--- config.mk ---
export PLATFORM = sky130hd
export DESIGN_NAME = reservation_station
export DESIGN_NICKNAME = d
export VERILOG_FILES = /design/src/rs_pkg.sv /design/src/rs_entry.sv /design/src/rs_control.sv /design/src/rs_issue_mux.sv /design/src/reservation_station.sv
export SDC_FILE = /design/constraint.sdc
export NUM_CORES = 1
export LEC_CHECK = 0
export BUFFER_PORTS_ARGS = -buffer_cell sky130_fd_sc_hd__buf_4
export CAP_MARGIN = 40
export CORE_ASPECT_RATIO = 0.7
export CORE_MARGIN = 3
export CORE_UTILIZATION = 59
export DETAILED_ROUTE_END_ITERATION = 8
export GPL_ROUTABILITY_DRIVEN = 0
export GPL_TIMING_DRIVEN = 0
export PLACE_DENSITY = 0.82
export RECOVER_POWER = 50
export SYNTH_ARGS = -nofsm -noshare
export SYNTH_HDL_FRONTEND = slang
export SYNTH_HIERARCHICAL = 1
export SYNTH_SLANG_ARGS = --single-unit
--- constraint.sdc ---
create_clock -name clock -period 3.6 [get_ports clock]
set_input_delay 0.54 -clock clock [delete_from_list [all_inputs] [get_ports clock]]
set_output_delay 0.54 -clock clock [all_outputs]
set_load 0.01 [all_outputs]
--- src/rs_pkg.sv ---
`default_nettype none

package rs_pkg;

    // operand width of the integer channel
    parameter int xlen = 32;

    // reorder buffer tag, zero means the value is already valid
    typedef logic [3:0] tag_t;

    // alu function, as decoded upstream
    typedef enum logic [2:0] {
        alu_add = 3'd0,   // a + b
        alu_sub = 3'd1,   // a - b
        alu_and = 3'd2,
        alu_or  = 3'd3,
        alu_xor = 3'd4,
        alu_slt = 3'd5    // signed compare, result 0 or 1
    } alu_op_e;

    // operand source at issue
    // bit 1 set -> operand a bypassed from the cdb
    // bit 0 set -> operand b bypassed from the cdb
    typedef enum logic [1:0] {
        reg_reg = 2'b00,  // both stored in the entry
        reg_cdb = 2'b01,  // b from the bus
        cdb_reg = 2'b10,  // a from the bus
        cdb_cdb = 2'b11   // both from the bus, same tag
    } bypass_e;

endpackage

`default_nettype wire

--- src/rs_entry.sv ---
`default_nettype none

module rs_entry (
    input  logic                    clock,
    input  logic                    rst,
    input  logic                    squash,
    input  logic                    wr_en,        // one-hot slot from control
    input  logic                    clear,        // issued and accepted
    input  rs_pkg::alu_op_e         dispatch_op,
    input  rs_pkg::tag_t            dispatch_dest,
    input  rs_pkg::tag_t            rs1_tag,
    input  rs_pkg::tag_t            rs2_tag,
    input  logic [rs_pkg::xlen-1:0] rs1_value,
    input  logic [rs_pkg::xlen-1:0] rs2_value,
    input  logic                    cdb_valid,
    input  rs_pkg::tag_t            cdb_tag,
    input  logic [rs_pkg::xlen-1:0] cdb_value,
    output logic                    busy,
    output logic                    ready,
    output rs_pkg::bypass_e         flag,
    output rs_pkg::alu_op_e         entry_op,
    output rs_pkg::tag_t            entry_dest,
    output logic [rs_pkg::xlen-1:0] entry_opa,
    output logic [rs_pkg::xlen-1:0] entry_opb,
    output rs_pkg::tag_t            entry_tag_a,  // zero once operand a is held
    output rs_pkg::tag_t            entry_tag_b
);
    import rs_pkg::*;

    logic disp_hit_a;  // broadcast completes rs1 during the dispatch cycle
    logic disp_hit_b;
    logic wake_a;      // broadcast completes the stored tag a
    logic wake_b;

    // tag zero never matches, a zero tag is already a value
    assign disp_hit_a = cdb_valid && (rs1_tag != '0) && (cdb_tag == rs1_tag);
    assign disp_hit_b = cdb_valid && (rs2_tag != '0) && (cdb_tag == rs2_tag);

    assign wake_a = cdb_valid && (entry_tag_a != '0) && (cdb_tag == entry_tag_a);
    assign wake_b = cdb_valid && (entry_tag_b != '0) && (cdb_tag == entry_tag_b);

    // occupancy
    always_ff @(posedge clock) begin
        if (rst || squash) begin
            busy <= 1'b0;            // squash wins over a same-cycle write
        end else if (wr_en) begin
            busy <= 1'b1;
        end else if (clear) begin
            busy <= 1'b0;            // slot usable again next edge
        end
    end

    // operation, tags and operand values
    always_ff @(posedge clock) begin
        if (wr_en) begin
            entry_op   <= dispatch_op;
            entry_dest <= dispatch_dest;
            // a match on the bus now counts as if the tag were zero
            entry_tag_a <= disp_hit_a ? tag_t'('0) : rs1_tag;
            entry_tag_b <= disp_hit_b ? tag_t'('0) : rs2_tag;
            entry_opa   <= disp_hit_a ? cdb_value : rs1_value;
            entry_opb   <= disp_hit_b ? cdb_value : rs2_value;
        end else if (busy) begin
            if (wake_a) begin
                entry_tag_a <= '0;
                entry_opa   <= cdb_value;   // hold it from here on
            end
            if (wake_b) begin
                entry_tag_b <= '0;
                entry_opb   <= cdb_value;
            end
        end
    end

    // ready counts the current broadcast, so issue can bypass the bus
    assign ready = busy
                && ((entry_tag_a == '0) || wake_a)
                && ((entry_tag_b == '0) || wake_b);

    // wake implies a nonzero tag, so bit set means the operand is not stored yet
    assign flag = bypass_e'({wake_a, wake_b});

endmodule

`default_nettype wire

--- src/rs_control.sv ---
`default_nettype none

module rs_control #(
    parameter int n_entries = 4
) (
    input  logic                 clock,        // sampled by the bound checks
    input  logic                 rst,
    input  logic                 dispatch_valid,
    input  logic                 issue_ready,
    input  logic [n_entries-1:0] busy,
    input  logic [n_entries-1:0] ready,
    output logic [n_entries-1:0] wr_en,
    output logic [n_entries-1:0] clear,
    output logic [n_entries-1:0] issue_sel,
    output logic                 full,
    output logic                 issue_valid
);

    logic [n_entries-1:0] free;       // not busy
    logic [n_entries-1:0] alloc_sel;  // lowest free slot, one-hot

    // lowest set bit, one-hot, zero when no bit is set
    function automatic logic [n_entries-1:0] lowest_one(input logic [n_entries-1:0] req);
        logic [n_entries-1:0] grant;
        logic                 found;
        grant = '0;
        found = 1'b0;
        for (int i = 0; i < n_entries; i++) begin
            if (req[i] && !found) begin
                grant[i] = 1'b1;
                found    = 1'b1;   // index 0 has priority
            end
        end
        return grant;
    endfunction

    assign free = ~busy;

    // full straight from the busy bits, no register
    assign full = &busy;

    // allocation side
    assign alloc_sel = lowest_one(free);
    assign wr_en     = (dispatch_valid && !full) ? alloc_sel : '0;

    // issue side, lowest ready index first
    assign issue_sel   = lowest_one(ready);
    assign issue_valid = |ready;

    // entry freed only when the unit takes it
    // with issue_ready low the same entry stays offered
    assign clear = issue_ready ? issue_sel : '0;

endmodule

`default_nettype wire

--- src/rs_issue_mux.sv ---
`default_nettype none

module rs_issue_mux #(
    parameter int n_entries = 4
) (
    input  logic [n_entries-1:0]    issue_sel,              // one-hot or zero
    input  rs_pkg::alu_op_e         entry_op   [n_entries],
    input  rs_pkg::tag_t            entry_dest [n_entries],
    input  logic [rs_pkg::xlen-1:0] entry_opa  [n_entries],
    input  logic [rs_pkg::xlen-1:0] entry_opb  [n_entries],
    input  rs_pkg::bypass_e         flag       [n_entries],
    input  logic [rs_pkg::xlen-1:0] cdb_value,
    output rs_pkg::alu_op_e         issue_op,
    output rs_pkg::tag_t            issue_dest,
    output logic [rs_pkg::xlen-1:0] issue_opa,
    output logic [rs_pkg::xlen-1:0] issue_opb
);
    import rs_pkg::*;

    logic [2:0]      sel_op;     // and-or over the one-hot select
    tag_t            sel_dest;
    logic [xlen-1:0] sel_opa;
    logic [xlen-1:0] sel_opb;
    logic [1:0]      sel_flag;

    always_comb begin
        sel_op   = '0;
        sel_dest = '0;
        sel_opa  = '0;
        sel_opb  = '0;
        sel_flag = '0;           // reg_reg when nothing is chosen
        for (int i = 0; i < n_entries; i++) begin
            if (issue_sel[i]) begin
                sel_op   = sel_op   | entry_op[i];
                sel_dest = sel_dest | entry_dest[i];
                sel_opa  = sel_opa  | entry_opa[i];
                sel_opb  = sel_opb  | entry_opb[i];
                sel_flag = sel_flag | flag[i];
            end
        end
    end

    assign issue_op   = alu_op_e'(sel_op);
    assign issue_dest = sel_dest;

    // operand still on the bus this cycle, take it from there
    assign issue_opa = (bypass_e'(sel_flag) inside {cdb_reg, cdb_cdb}) ? cdb_value : sel_opa;
    assign issue_opb = (bypass_e'(sel_flag) inside {reg_cdb, cdb_cdb}) ? cdb_value : sel_opb;

endmodule

`default_nettype wire

--- src/reservation_station.sv ---
`default_nettype none

module reservation_station #(
    parameter int n_entries = 4
) (
    input  logic                    clock,
    input  logic                    rst,
    input  logic                    squash,
    input  logic                    dispatch_valid,
    input  rs_pkg::alu_op_e         dispatch_op,
    input  rs_pkg::tag_t            dispatch_dest,
    input  rs_pkg::tag_t            rs1_tag,
    input  logic [rs_pkg::xlen-1:0] rs1_value,
    input  rs_pkg::tag_t            rs2_tag,
    input  logic [rs_pkg::xlen-1:0] rs2_value,
    output logic                    full,
    input  logic                    cdb_valid,
    input  rs_pkg::tag_t            cdb_tag,
    input  logic [rs_pkg::xlen-1:0] cdb_value,
    output logic                    issue_valid,
    output rs_pkg::alu_op_e         issue_op,
    output rs_pkg::tag_t            issue_dest,
    output logic [rs_pkg::xlen-1:0] issue_opa,
    output logic [rs_pkg::xlen-1:0] issue_opb,
    input  logic                    issue_ready
);
    import rs_pkg::*;

    logic [n_entries-1:0] wr_en;      // control -> entries
    logic [n_entries-1:0] clear;
    logic [n_entries-1:0] busy;       // entries -> control
    logic [n_entries-1:0] ready;
    logic [n_entries-1:0] issue_sel;  // control -> mux

    alu_op_e         entry_op   [n_entries];
    tag_t            entry_dest [n_entries];
    logic [xlen-1:0] entry_opa  [n_entries];
    logic [xlen-1:0] entry_opb  [n_entries];
    bypass_e         flag       [n_entries];

    for (genvar i = 0; i < n_entries; i++) begin : g_entry
        rs_entry i_entry (
            .clock(clock), .rst(rst), .squash(squash),
            .wr_en(wr_en[i]), .clear(clear[i]),
            .dispatch_op(dispatch_op), .dispatch_dest(dispatch_dest),
            .rs1_tag(rs1_tag), .rs2_tag(rs2_tag),
            .rs1_value(rs1_value), .rs2_value(rs2_value),
            .cdb_valid(cdb_valid), .cdb_tag(cdb_tag), .cdb_value(cdb_value),
            .busy(busy[i]), .ready(ready[i]), .flag(flag[i]),
            .entry_op(entry_op[i]), .entry_dest(entry_dest[i]),
            .entry_opa(entry_opa[i]), .entry_opb(entry_opb[i]),
            .entry_tag_a(), .entry_tag_b()   // pending tags, waveform visibility only
        );
    end

    rs_control #(.n_entries(n_entries)) i_control (
        .clock(clock), .rst(rst),
        .dispatch_valid(dispatch_valid), .issue_ready(issue_ready),
        .busy(busy), .ready(ready),
        .wr_en(wr_en), .clear(clear), .issue_sel(issue_sel),
        .full(full), .issue_valid(issue_valid)
    );

    rs_issue_mux #(.n_entries(n_entries)) i_issue_mux (
        .issue_sel(issue_sel),
        .entry_op(entry_op), .entry_dest(entry_dest),
        .entry_opa(entry_opa), .entry_opb(entry_opb), .flag(flag),
        .cdb_value(cdb_value),
        .issue_op(issue_op), .issue_dest(issue_dest),
        .issue_opa(issue_opa), .issue_opb(issue_opb)
    );

endmodule

`default_nettype wire

== Word level (Yosys, flattened, before mapping) ==
Cells that the tools add are included.

* Flip-flop bits (word level): 320
* Input port bits: 121
* Output and inout bits: 73
* Word-level logic and storage cells: 250

* Equality and inequality tests: 13
* Mux-type cells: 96
* Bitwise logic cells: 16
* Reductions and logical operators: 97

{| class="wikitable"
|+ Operators by type and width
! operator !! number
|-
| $mux 32 || 36
|-
| $or 32x32->32 || 6
|-
| $mux 4 || 32
|-
| $eq 4x4->1 || 10
|-
| $reduce_bool 4->1 || 10
|-
| $reduce_bool 2->1 || 18
|-
| $logic_and 1x1->1 || 35
|-
| $logic_not 4->1 || 8
|-
| $mux 1 || 20
|-
| $reduce_and 2->1 || 8
|-
| $mux 3 || 4
|-
| $or 4x4->4 || 3
|-
| $logic_or 1x1->1 || 9
|-
| $or 3x3->3 || 3
|-
| $mux 2 || 4
|-
| $logic_not 1->1 || 7
|-
| $or 2x2->2 || 3
|-
| $eq 2x2->1 const B || 2
|-
| $not 4->4 || 1
|-
| $reduce_and 4->1 || 1
|-
| $reduce_or 4->1 || 1
|-
| $eq 2x1->1 const B || 1
|}

== Depth between registers and ports, before layout ==
* Depth in word-level cells: 20
* Gate-level depth with buffers: 12
* Gate-level depth less buffers: 9

== Modules after synthesis ==
The synthesis kept the hierarchy.

{| class="wikitable"
|+ Modules (own cells, without submodules)
! module !! instances !! cells each !! area an instance (µm²) !! sequential area each (µm²)
|-
| rs_entry || 4 || 212 || 3588.4 || 2392.3
|-
| rs_issue_mux || 1 || 321 || 2583.7 || 0.0
|-
| rs_control || 1 || 18 || 121.4 || 0.0
|}

== Worst setup path after synthesis ==
OpenSTA, ideal clock, no wires.

* Kind: input port to output port
* Start: input cdb_tag[1]
* End: output issue_opb[10] (netlist bit)
* Arrival time: 2447 ps
* Data required time: 3060 ps
* Setup slack: 613 ps
* Stages: 12
* Path buffers: 3
* Cell sequence: clkbuf_1 xnor2_1 nand4_1 a21oi_1 o221a_2 nand2b_1 nor3_1 buf_2 a22oi_4 nand2_4 buf_6 mux2_4

{| class="wikitable"
|+ RTL lines
! element !! RTL line !! text
|-
| from (decl) || reservation_station.sv:18 || <nowiki>input rs_pkg::tag_t cdb_tag,</nowiki>
|-
| $eq 4x4->1 * || rs_entry.sv:39 || <nowiki>assign wake_a = cdb_valid && (entry_tag_a != '0) && (cdb_tag == entry_tag_a);</nowiki>
|-
| $logic_and 1x1->1 * || rs_entry.sv:39 ||
|-
| named net g_entry[2].i_entry.wake_a || rs_entry.sv:32 || <nowiki>logic wake_a;</nowiki>
|-
| $logic_or 1x1->1 * || rs_entry.sv:77 || <nowiki>&& ((entry_tag_a == '0) || wake_a)</nowiki>
|-
| $logic_and 1x1->1 * || rs_entry.sv:77 ||
|-
| $logic_and 1x1->1 * || rs_entry.sv:78 || <nowiki>&& ((entry_tag_b == '0) || wake_b);</nowiki>
|-
| named net ready[2] || reservation_station.sv:32 || <nowiki>logic [n_entries-1:0] ready;</nowiki>
|-
| $logic_and 1x1->1 * || rs_control.sv:29 || <nowiki>if (req[i] && !found) begin</nowiki>
|-
| $mux 1 * || rs_control.sv:29 ||
|-
| $logic_not 1->1 * || rs_control.sv:29 ||
|-
| $logic_and 1x1->1 * || rs_control.sv:29 ||
|-
| $mux 1 * || rs_control.sv:29 ||
|-
| named net issue_sel[3] || reservation_station.sv:33 || <nowiki>logic [n_entries-1:0] issue_sel;</nowiki>
|-
| $mux 2 || rs_issue_mux.sv:33 || <nowiki>if (issue_sel[i]) begin</nowiki>
|-
| $eq 2x1->1 / $eq 2x2->1 (equally long branches) || rs_issue_mux.sv:48 || <nowiki>assign issue_opb = (bypass_e'(sel_flag) inside {reg_cdb, cdb_cdb}) ? cdb_value : sel_opb;</nowiki>
|-
| $reduce_bool 2->1 || rs_issue_mux.sv:48 ||
|-
| $mux 32 * || rs_issue_mux.sv:48 ||
|-
| to (decl) || reservation_station.sv:24 || <nowiki>output logic [rs_pkg::xlen-1:0] issue_opb,</nowiki>
|}

Mark *: on every way through the listed nets, which the timed path passes. The rest lies on a longest branch.

== Final worst setup path ==
* Start: register g_entry[2].i_entry.entry_tag_a[1]
* End: output issue_opa[31] (netlist bit)

* Word-level cells in the longest chain between the ends: 15

{| class="wikitable"
|+ Ends and longest elaborated chain
! element !! RTL line !! text
|-
| from (decl) || rs_entry.sv:25 || <nowiki>output rs_pkg::tag_t entry_tag_a,</nowiki>
|-
| from (signal assigned) || rs_entry.sv:59 || <nowiki>entry_tag_a <= disp_hit_a ? tag_t'('0) : rs1_tag;</nowiki>
|-
| $reduce_bool 4->1 || rs_entry.sv:39 ||
|-
| $logic_and 1x1->1 || rs_entry.sv:39 ||
|-
| $logic_and 1x1->1 * || rs_entry.sv:39 ||
|-
| named net g_entry[2].i_entry.wake_a || rs_entry.sv:32 ||
|-
| $logic_or 1x1->1 * || rs_entry.sv:77 ||
|-
| $logic_and 1x1->1 * || rs_entry.sv:77 ||
|-
| $logic_and 1x1->1 * || rs_entry.sv:78 ||
|-
| named net ready[2] || reservation_station.sv:32 ||
|-
| [2 not listed] || - ||
|-
| $logic_not 1->1 * || rs_control.sv:29 ||
|-
| $logic_and 1x1->1 * || rs_control.sv:29 ||
|-
| $mux 1 * || rs_control.sv:29 ||
|-
| named net issue_sel[3] || reservation_station.sv:33 ||
|-
| $mux 2 || rs_issue_mux.sv:33 ||
|-
| $eq 2x2->1 || rs_issue_mux.sv:47 || <nowiki>assign issue_opa = (bypass_e'(sel_flag) inside {cdb_reg, cdb_cdb}) ? cdb_value : sel_opa;</nowiki>
|-
| $reduce_bool 2->1 || rs_issue_mux.sv:47 ||
|-
| $mux 32 * || rs_issue_mux.sv:47 ||
|-
| to (decl) || reservation_station.sv:23 || <nowiki>output logic [rs_pkg::xlen-1:0] issue_opa,</nowiki>
|}

Marked as above.

==> flow_summary.toml <==
[status]
status = "finished with violations"
violations = "max-capacitance violations, max-slew violations, negative setup slack"

[clock_network]
htree_levels = 2
cts_tree = "yes"
clockBufferDepth = 3
clk_pin_slew_ps = 60
root_buffer = "clkbuf_16"
cts_buffers = 34
insertion_delay_ps = 520
cts_num_sinks = 320

[power]
peakVddDrop_uv = 288.9
p_clk_frac = 0.405
finalPower_uw = 8274
p_leak_uw = 0.008103
pwr-share-seq = 0.513
p_per_area_mw_per_mm2 = 391.0
p_comb_frac = 0.082
power.switching_uw = 1804
internal-power_uw = 6469
p_sw_frac = 0.2181

[floorplanning]
ioPinCount = 194
die_x_um = 209.2
die_area_sq_mm = 0.03102
coreArea_sq_mm = 0.02814
initial_core_util = 0.6062
die_h_um = 148.3
placementRows = 51

[grt]
antenna_found_initial = 1
gr-total-overflow = 0
grt_pass1_wl_mm = 70.60
grt_pass1_vias = 11610
grt_use_total = 0.2998
grt_max_degree = 30

[worst_setup_path]
reg2regPathDepth = 6
crit_arrival_ps = 3230
worstSetupPathType = "reg2out"
worstPathMaxFanout = 8
cp-end-kind = "primary output"
worstPathRequired_ps = 3060
startpoint_type = "flop"

[routing]
routed_wl_mm = 48.44
vias = 11750
drt_first_pass_iters = 5
antenna_left = 0
drt_iter0_drc = 1348
post_drt_wl_per_cell_um = 26.14
viasPerCell = 6.338
drc = 0

[sta]
fmax_mhz = 265.4
hold_violations = 0
setup_ws_ps = -167.9
min_period_ps = 3768
fin_skew_ps = 9.151
grt_setup_unrepaired = "yes"
setup_viol = 64
timing.final.crit_share = 1.047
max_slew_margin = -0.4059
max_slew.worst_pin.slew_ps = 2091
maxSlewViolCount = 63

[finish]
final_nets = 1576
drive_gt1_frac = 0.4101
syn_to_final_growth_pct = 24.04
mostFrequentLayoutCell = "edfxtp_1"
stdcell_area_sq_mm = 0.02116
mostFrequentLayoutCells = "edfxtp_1, buf_4, mux2_2"

[synth]
synth_ff_type = "edfxtp_1"
synth.distinct_cells = 35
syn_inst = 1187
syn_area_sq_mm = 0.01706
synth_edf_count = 316
async_flop_share = 0
synth_seq_cells = 320
synth_area_per_cell_sq_um = 14.37
synth_nets = 1308
ys_seq_area_frac = 0.5610
ys_warn_count = 6

[placement]
place_ws_ps = -387.4
io_buffers = 191
place_hpwl_mm = 30.89
placed_area_sq_mm = 0.01913

[hold_path]
holdPathStages = 2
hold_path.class = "in2reg"

[job]
maxCapViolCount = 7
-- through the flow --
step           std cells  TNS (ps)  hold slack, ps  utilization
2_1_floorplan       1187         0           534.8            -
4_1_cts             1836     -4612           200.8       0.7375
3_3_place_gp        1749    -39750           567.0       0.6736
5_1_grt             1851    -11330           212.0       0.7518
6_report            1853     -8672           225.8       0.7519
3_5_place_dp        1758    -20790           581.6       0.6799
-- cells in the mapped netlist, types with 4 or more instances --
cell type	instances	area [sq um]
edfxtp_1	316	9489
mux2_2	147	1655
a22oi_1	142	1066
mux2_1	113	1272
nand2_1	88	330.3
mux2_4	60	900.9
xnor2_1	48	420.4
clkbuf_1	36	135.1
buf_6	34	382.9
inv_1	33	123.9
nor2_1	26	97.59
a21oi_1	20	100.1
or3_1	16	100.1
nor3_1	13	65.06
buf_4	11	82.58
nand2b_1	9	56.30
nand3_1	9	45.04
a21o_1	8	60.06
nand4_1	8	50.05
nor4_1	8	50.05
o211a_1	8	80.08
o31ai_4	8	170.2
a22oi_4	4	85.08
dfxtp_1	4	80.08
o221a_2	4	45.04
-- state kept, by name, summed over array words and instances, names as in the netlist --
register / flops
g_entry.i_entry/entry_opa: 128
g_entry.i_entry/entry_opb: 128
g_entry.i_entry/busy: 4
g_entry.i_entry/entry_tag_a: 16
g_entry.i_entry/entry_dest: 16
g_entry.i_entry/entry_tag_b: 16
g_entry.i_entry/entry_op: 12
-- worst max-delay path, cell delays in order (launching register included) --
cell,delay [ps]
edfxtp_1,420
nor3_1,80
or3_4,380
a21oi_4,210
o221a_4,240
nand2b_4,140
nor3_4,50
buf_6,150
a22oi_4,210
nand2_8,160
buf_4,180
mux2_4,320
buf_4,150
-- path summary, 6_finish.rpt --
kind | start | endpoint | slack (ps)
worst max register to register | g_entry[1].i_entry/busy | g_entry[3].i_entry/entry_opb[25] | 250
worst min register to register | g_entry[2].i_entry/busy | g_entry[2].i_entry/busy | 620
worst max-delay path | g_entry[2].i_entry/entry_tag_a[1] | issue_opa[31] | -170
worst min-delay path | squash | g_entry[1].i_entry/busy | 230
-- per-layer routing --
layer / vias up / track usage / routed length [um]
li1: 5145 / - / -
met1: 5877 / 0.4306 / 19750
met2: 646 / 0.4629 / 22390
met3: 77 / 0.06409 / 5139
met4: 0 / 0.09368 / 1161
met5: - / 0 / 0
-- cell type report --
cell class	count	area, sq um
Sequential cell	320	9569
Multi-Input combinational cell	751	7069
Fill cell	1678	6980
Timing Repair Buffer	234	2138
Clock buffer	47	963.4
Buffer	81	735.7
Tap cell	371	464.2
Inverter	33	123.9
Clock inverter	14	91.34
Antenna cell	2	5.005
-- power groups by stage --
stage / Clock [uW] / Combinational [uW] / Sequential (uW)
floorplan: 0 / 350 / 4310
global placement: 0 / 620 / 4310
detailed placement: 0 / 659 / 4320
CTS: 3390 / 675 / 4240
global route: 3530 / 728 / 4250
finish: 3350 / 682 / 4240
-- timing repair --
action / in CTS / in global routing
pin swaps: 8 / 14
hold buffers: 0 / 0
cloned: 4 / 5
gates resized for setup: 112 / 117
setup endpoints to repair: 71 / 65
buffers inserted: 14 / 13
-- kinds of logic after synthesis --
group,share of synthesized area
xor gates and xnor gates,0.02464
DFF,0.5610
AOI/OAI and AO/OA,0.09418
muxes,0.2244
and+or+nand+nor,0.05274
buffers and inverters,0.04305
(Power assumes the default switching activity.)
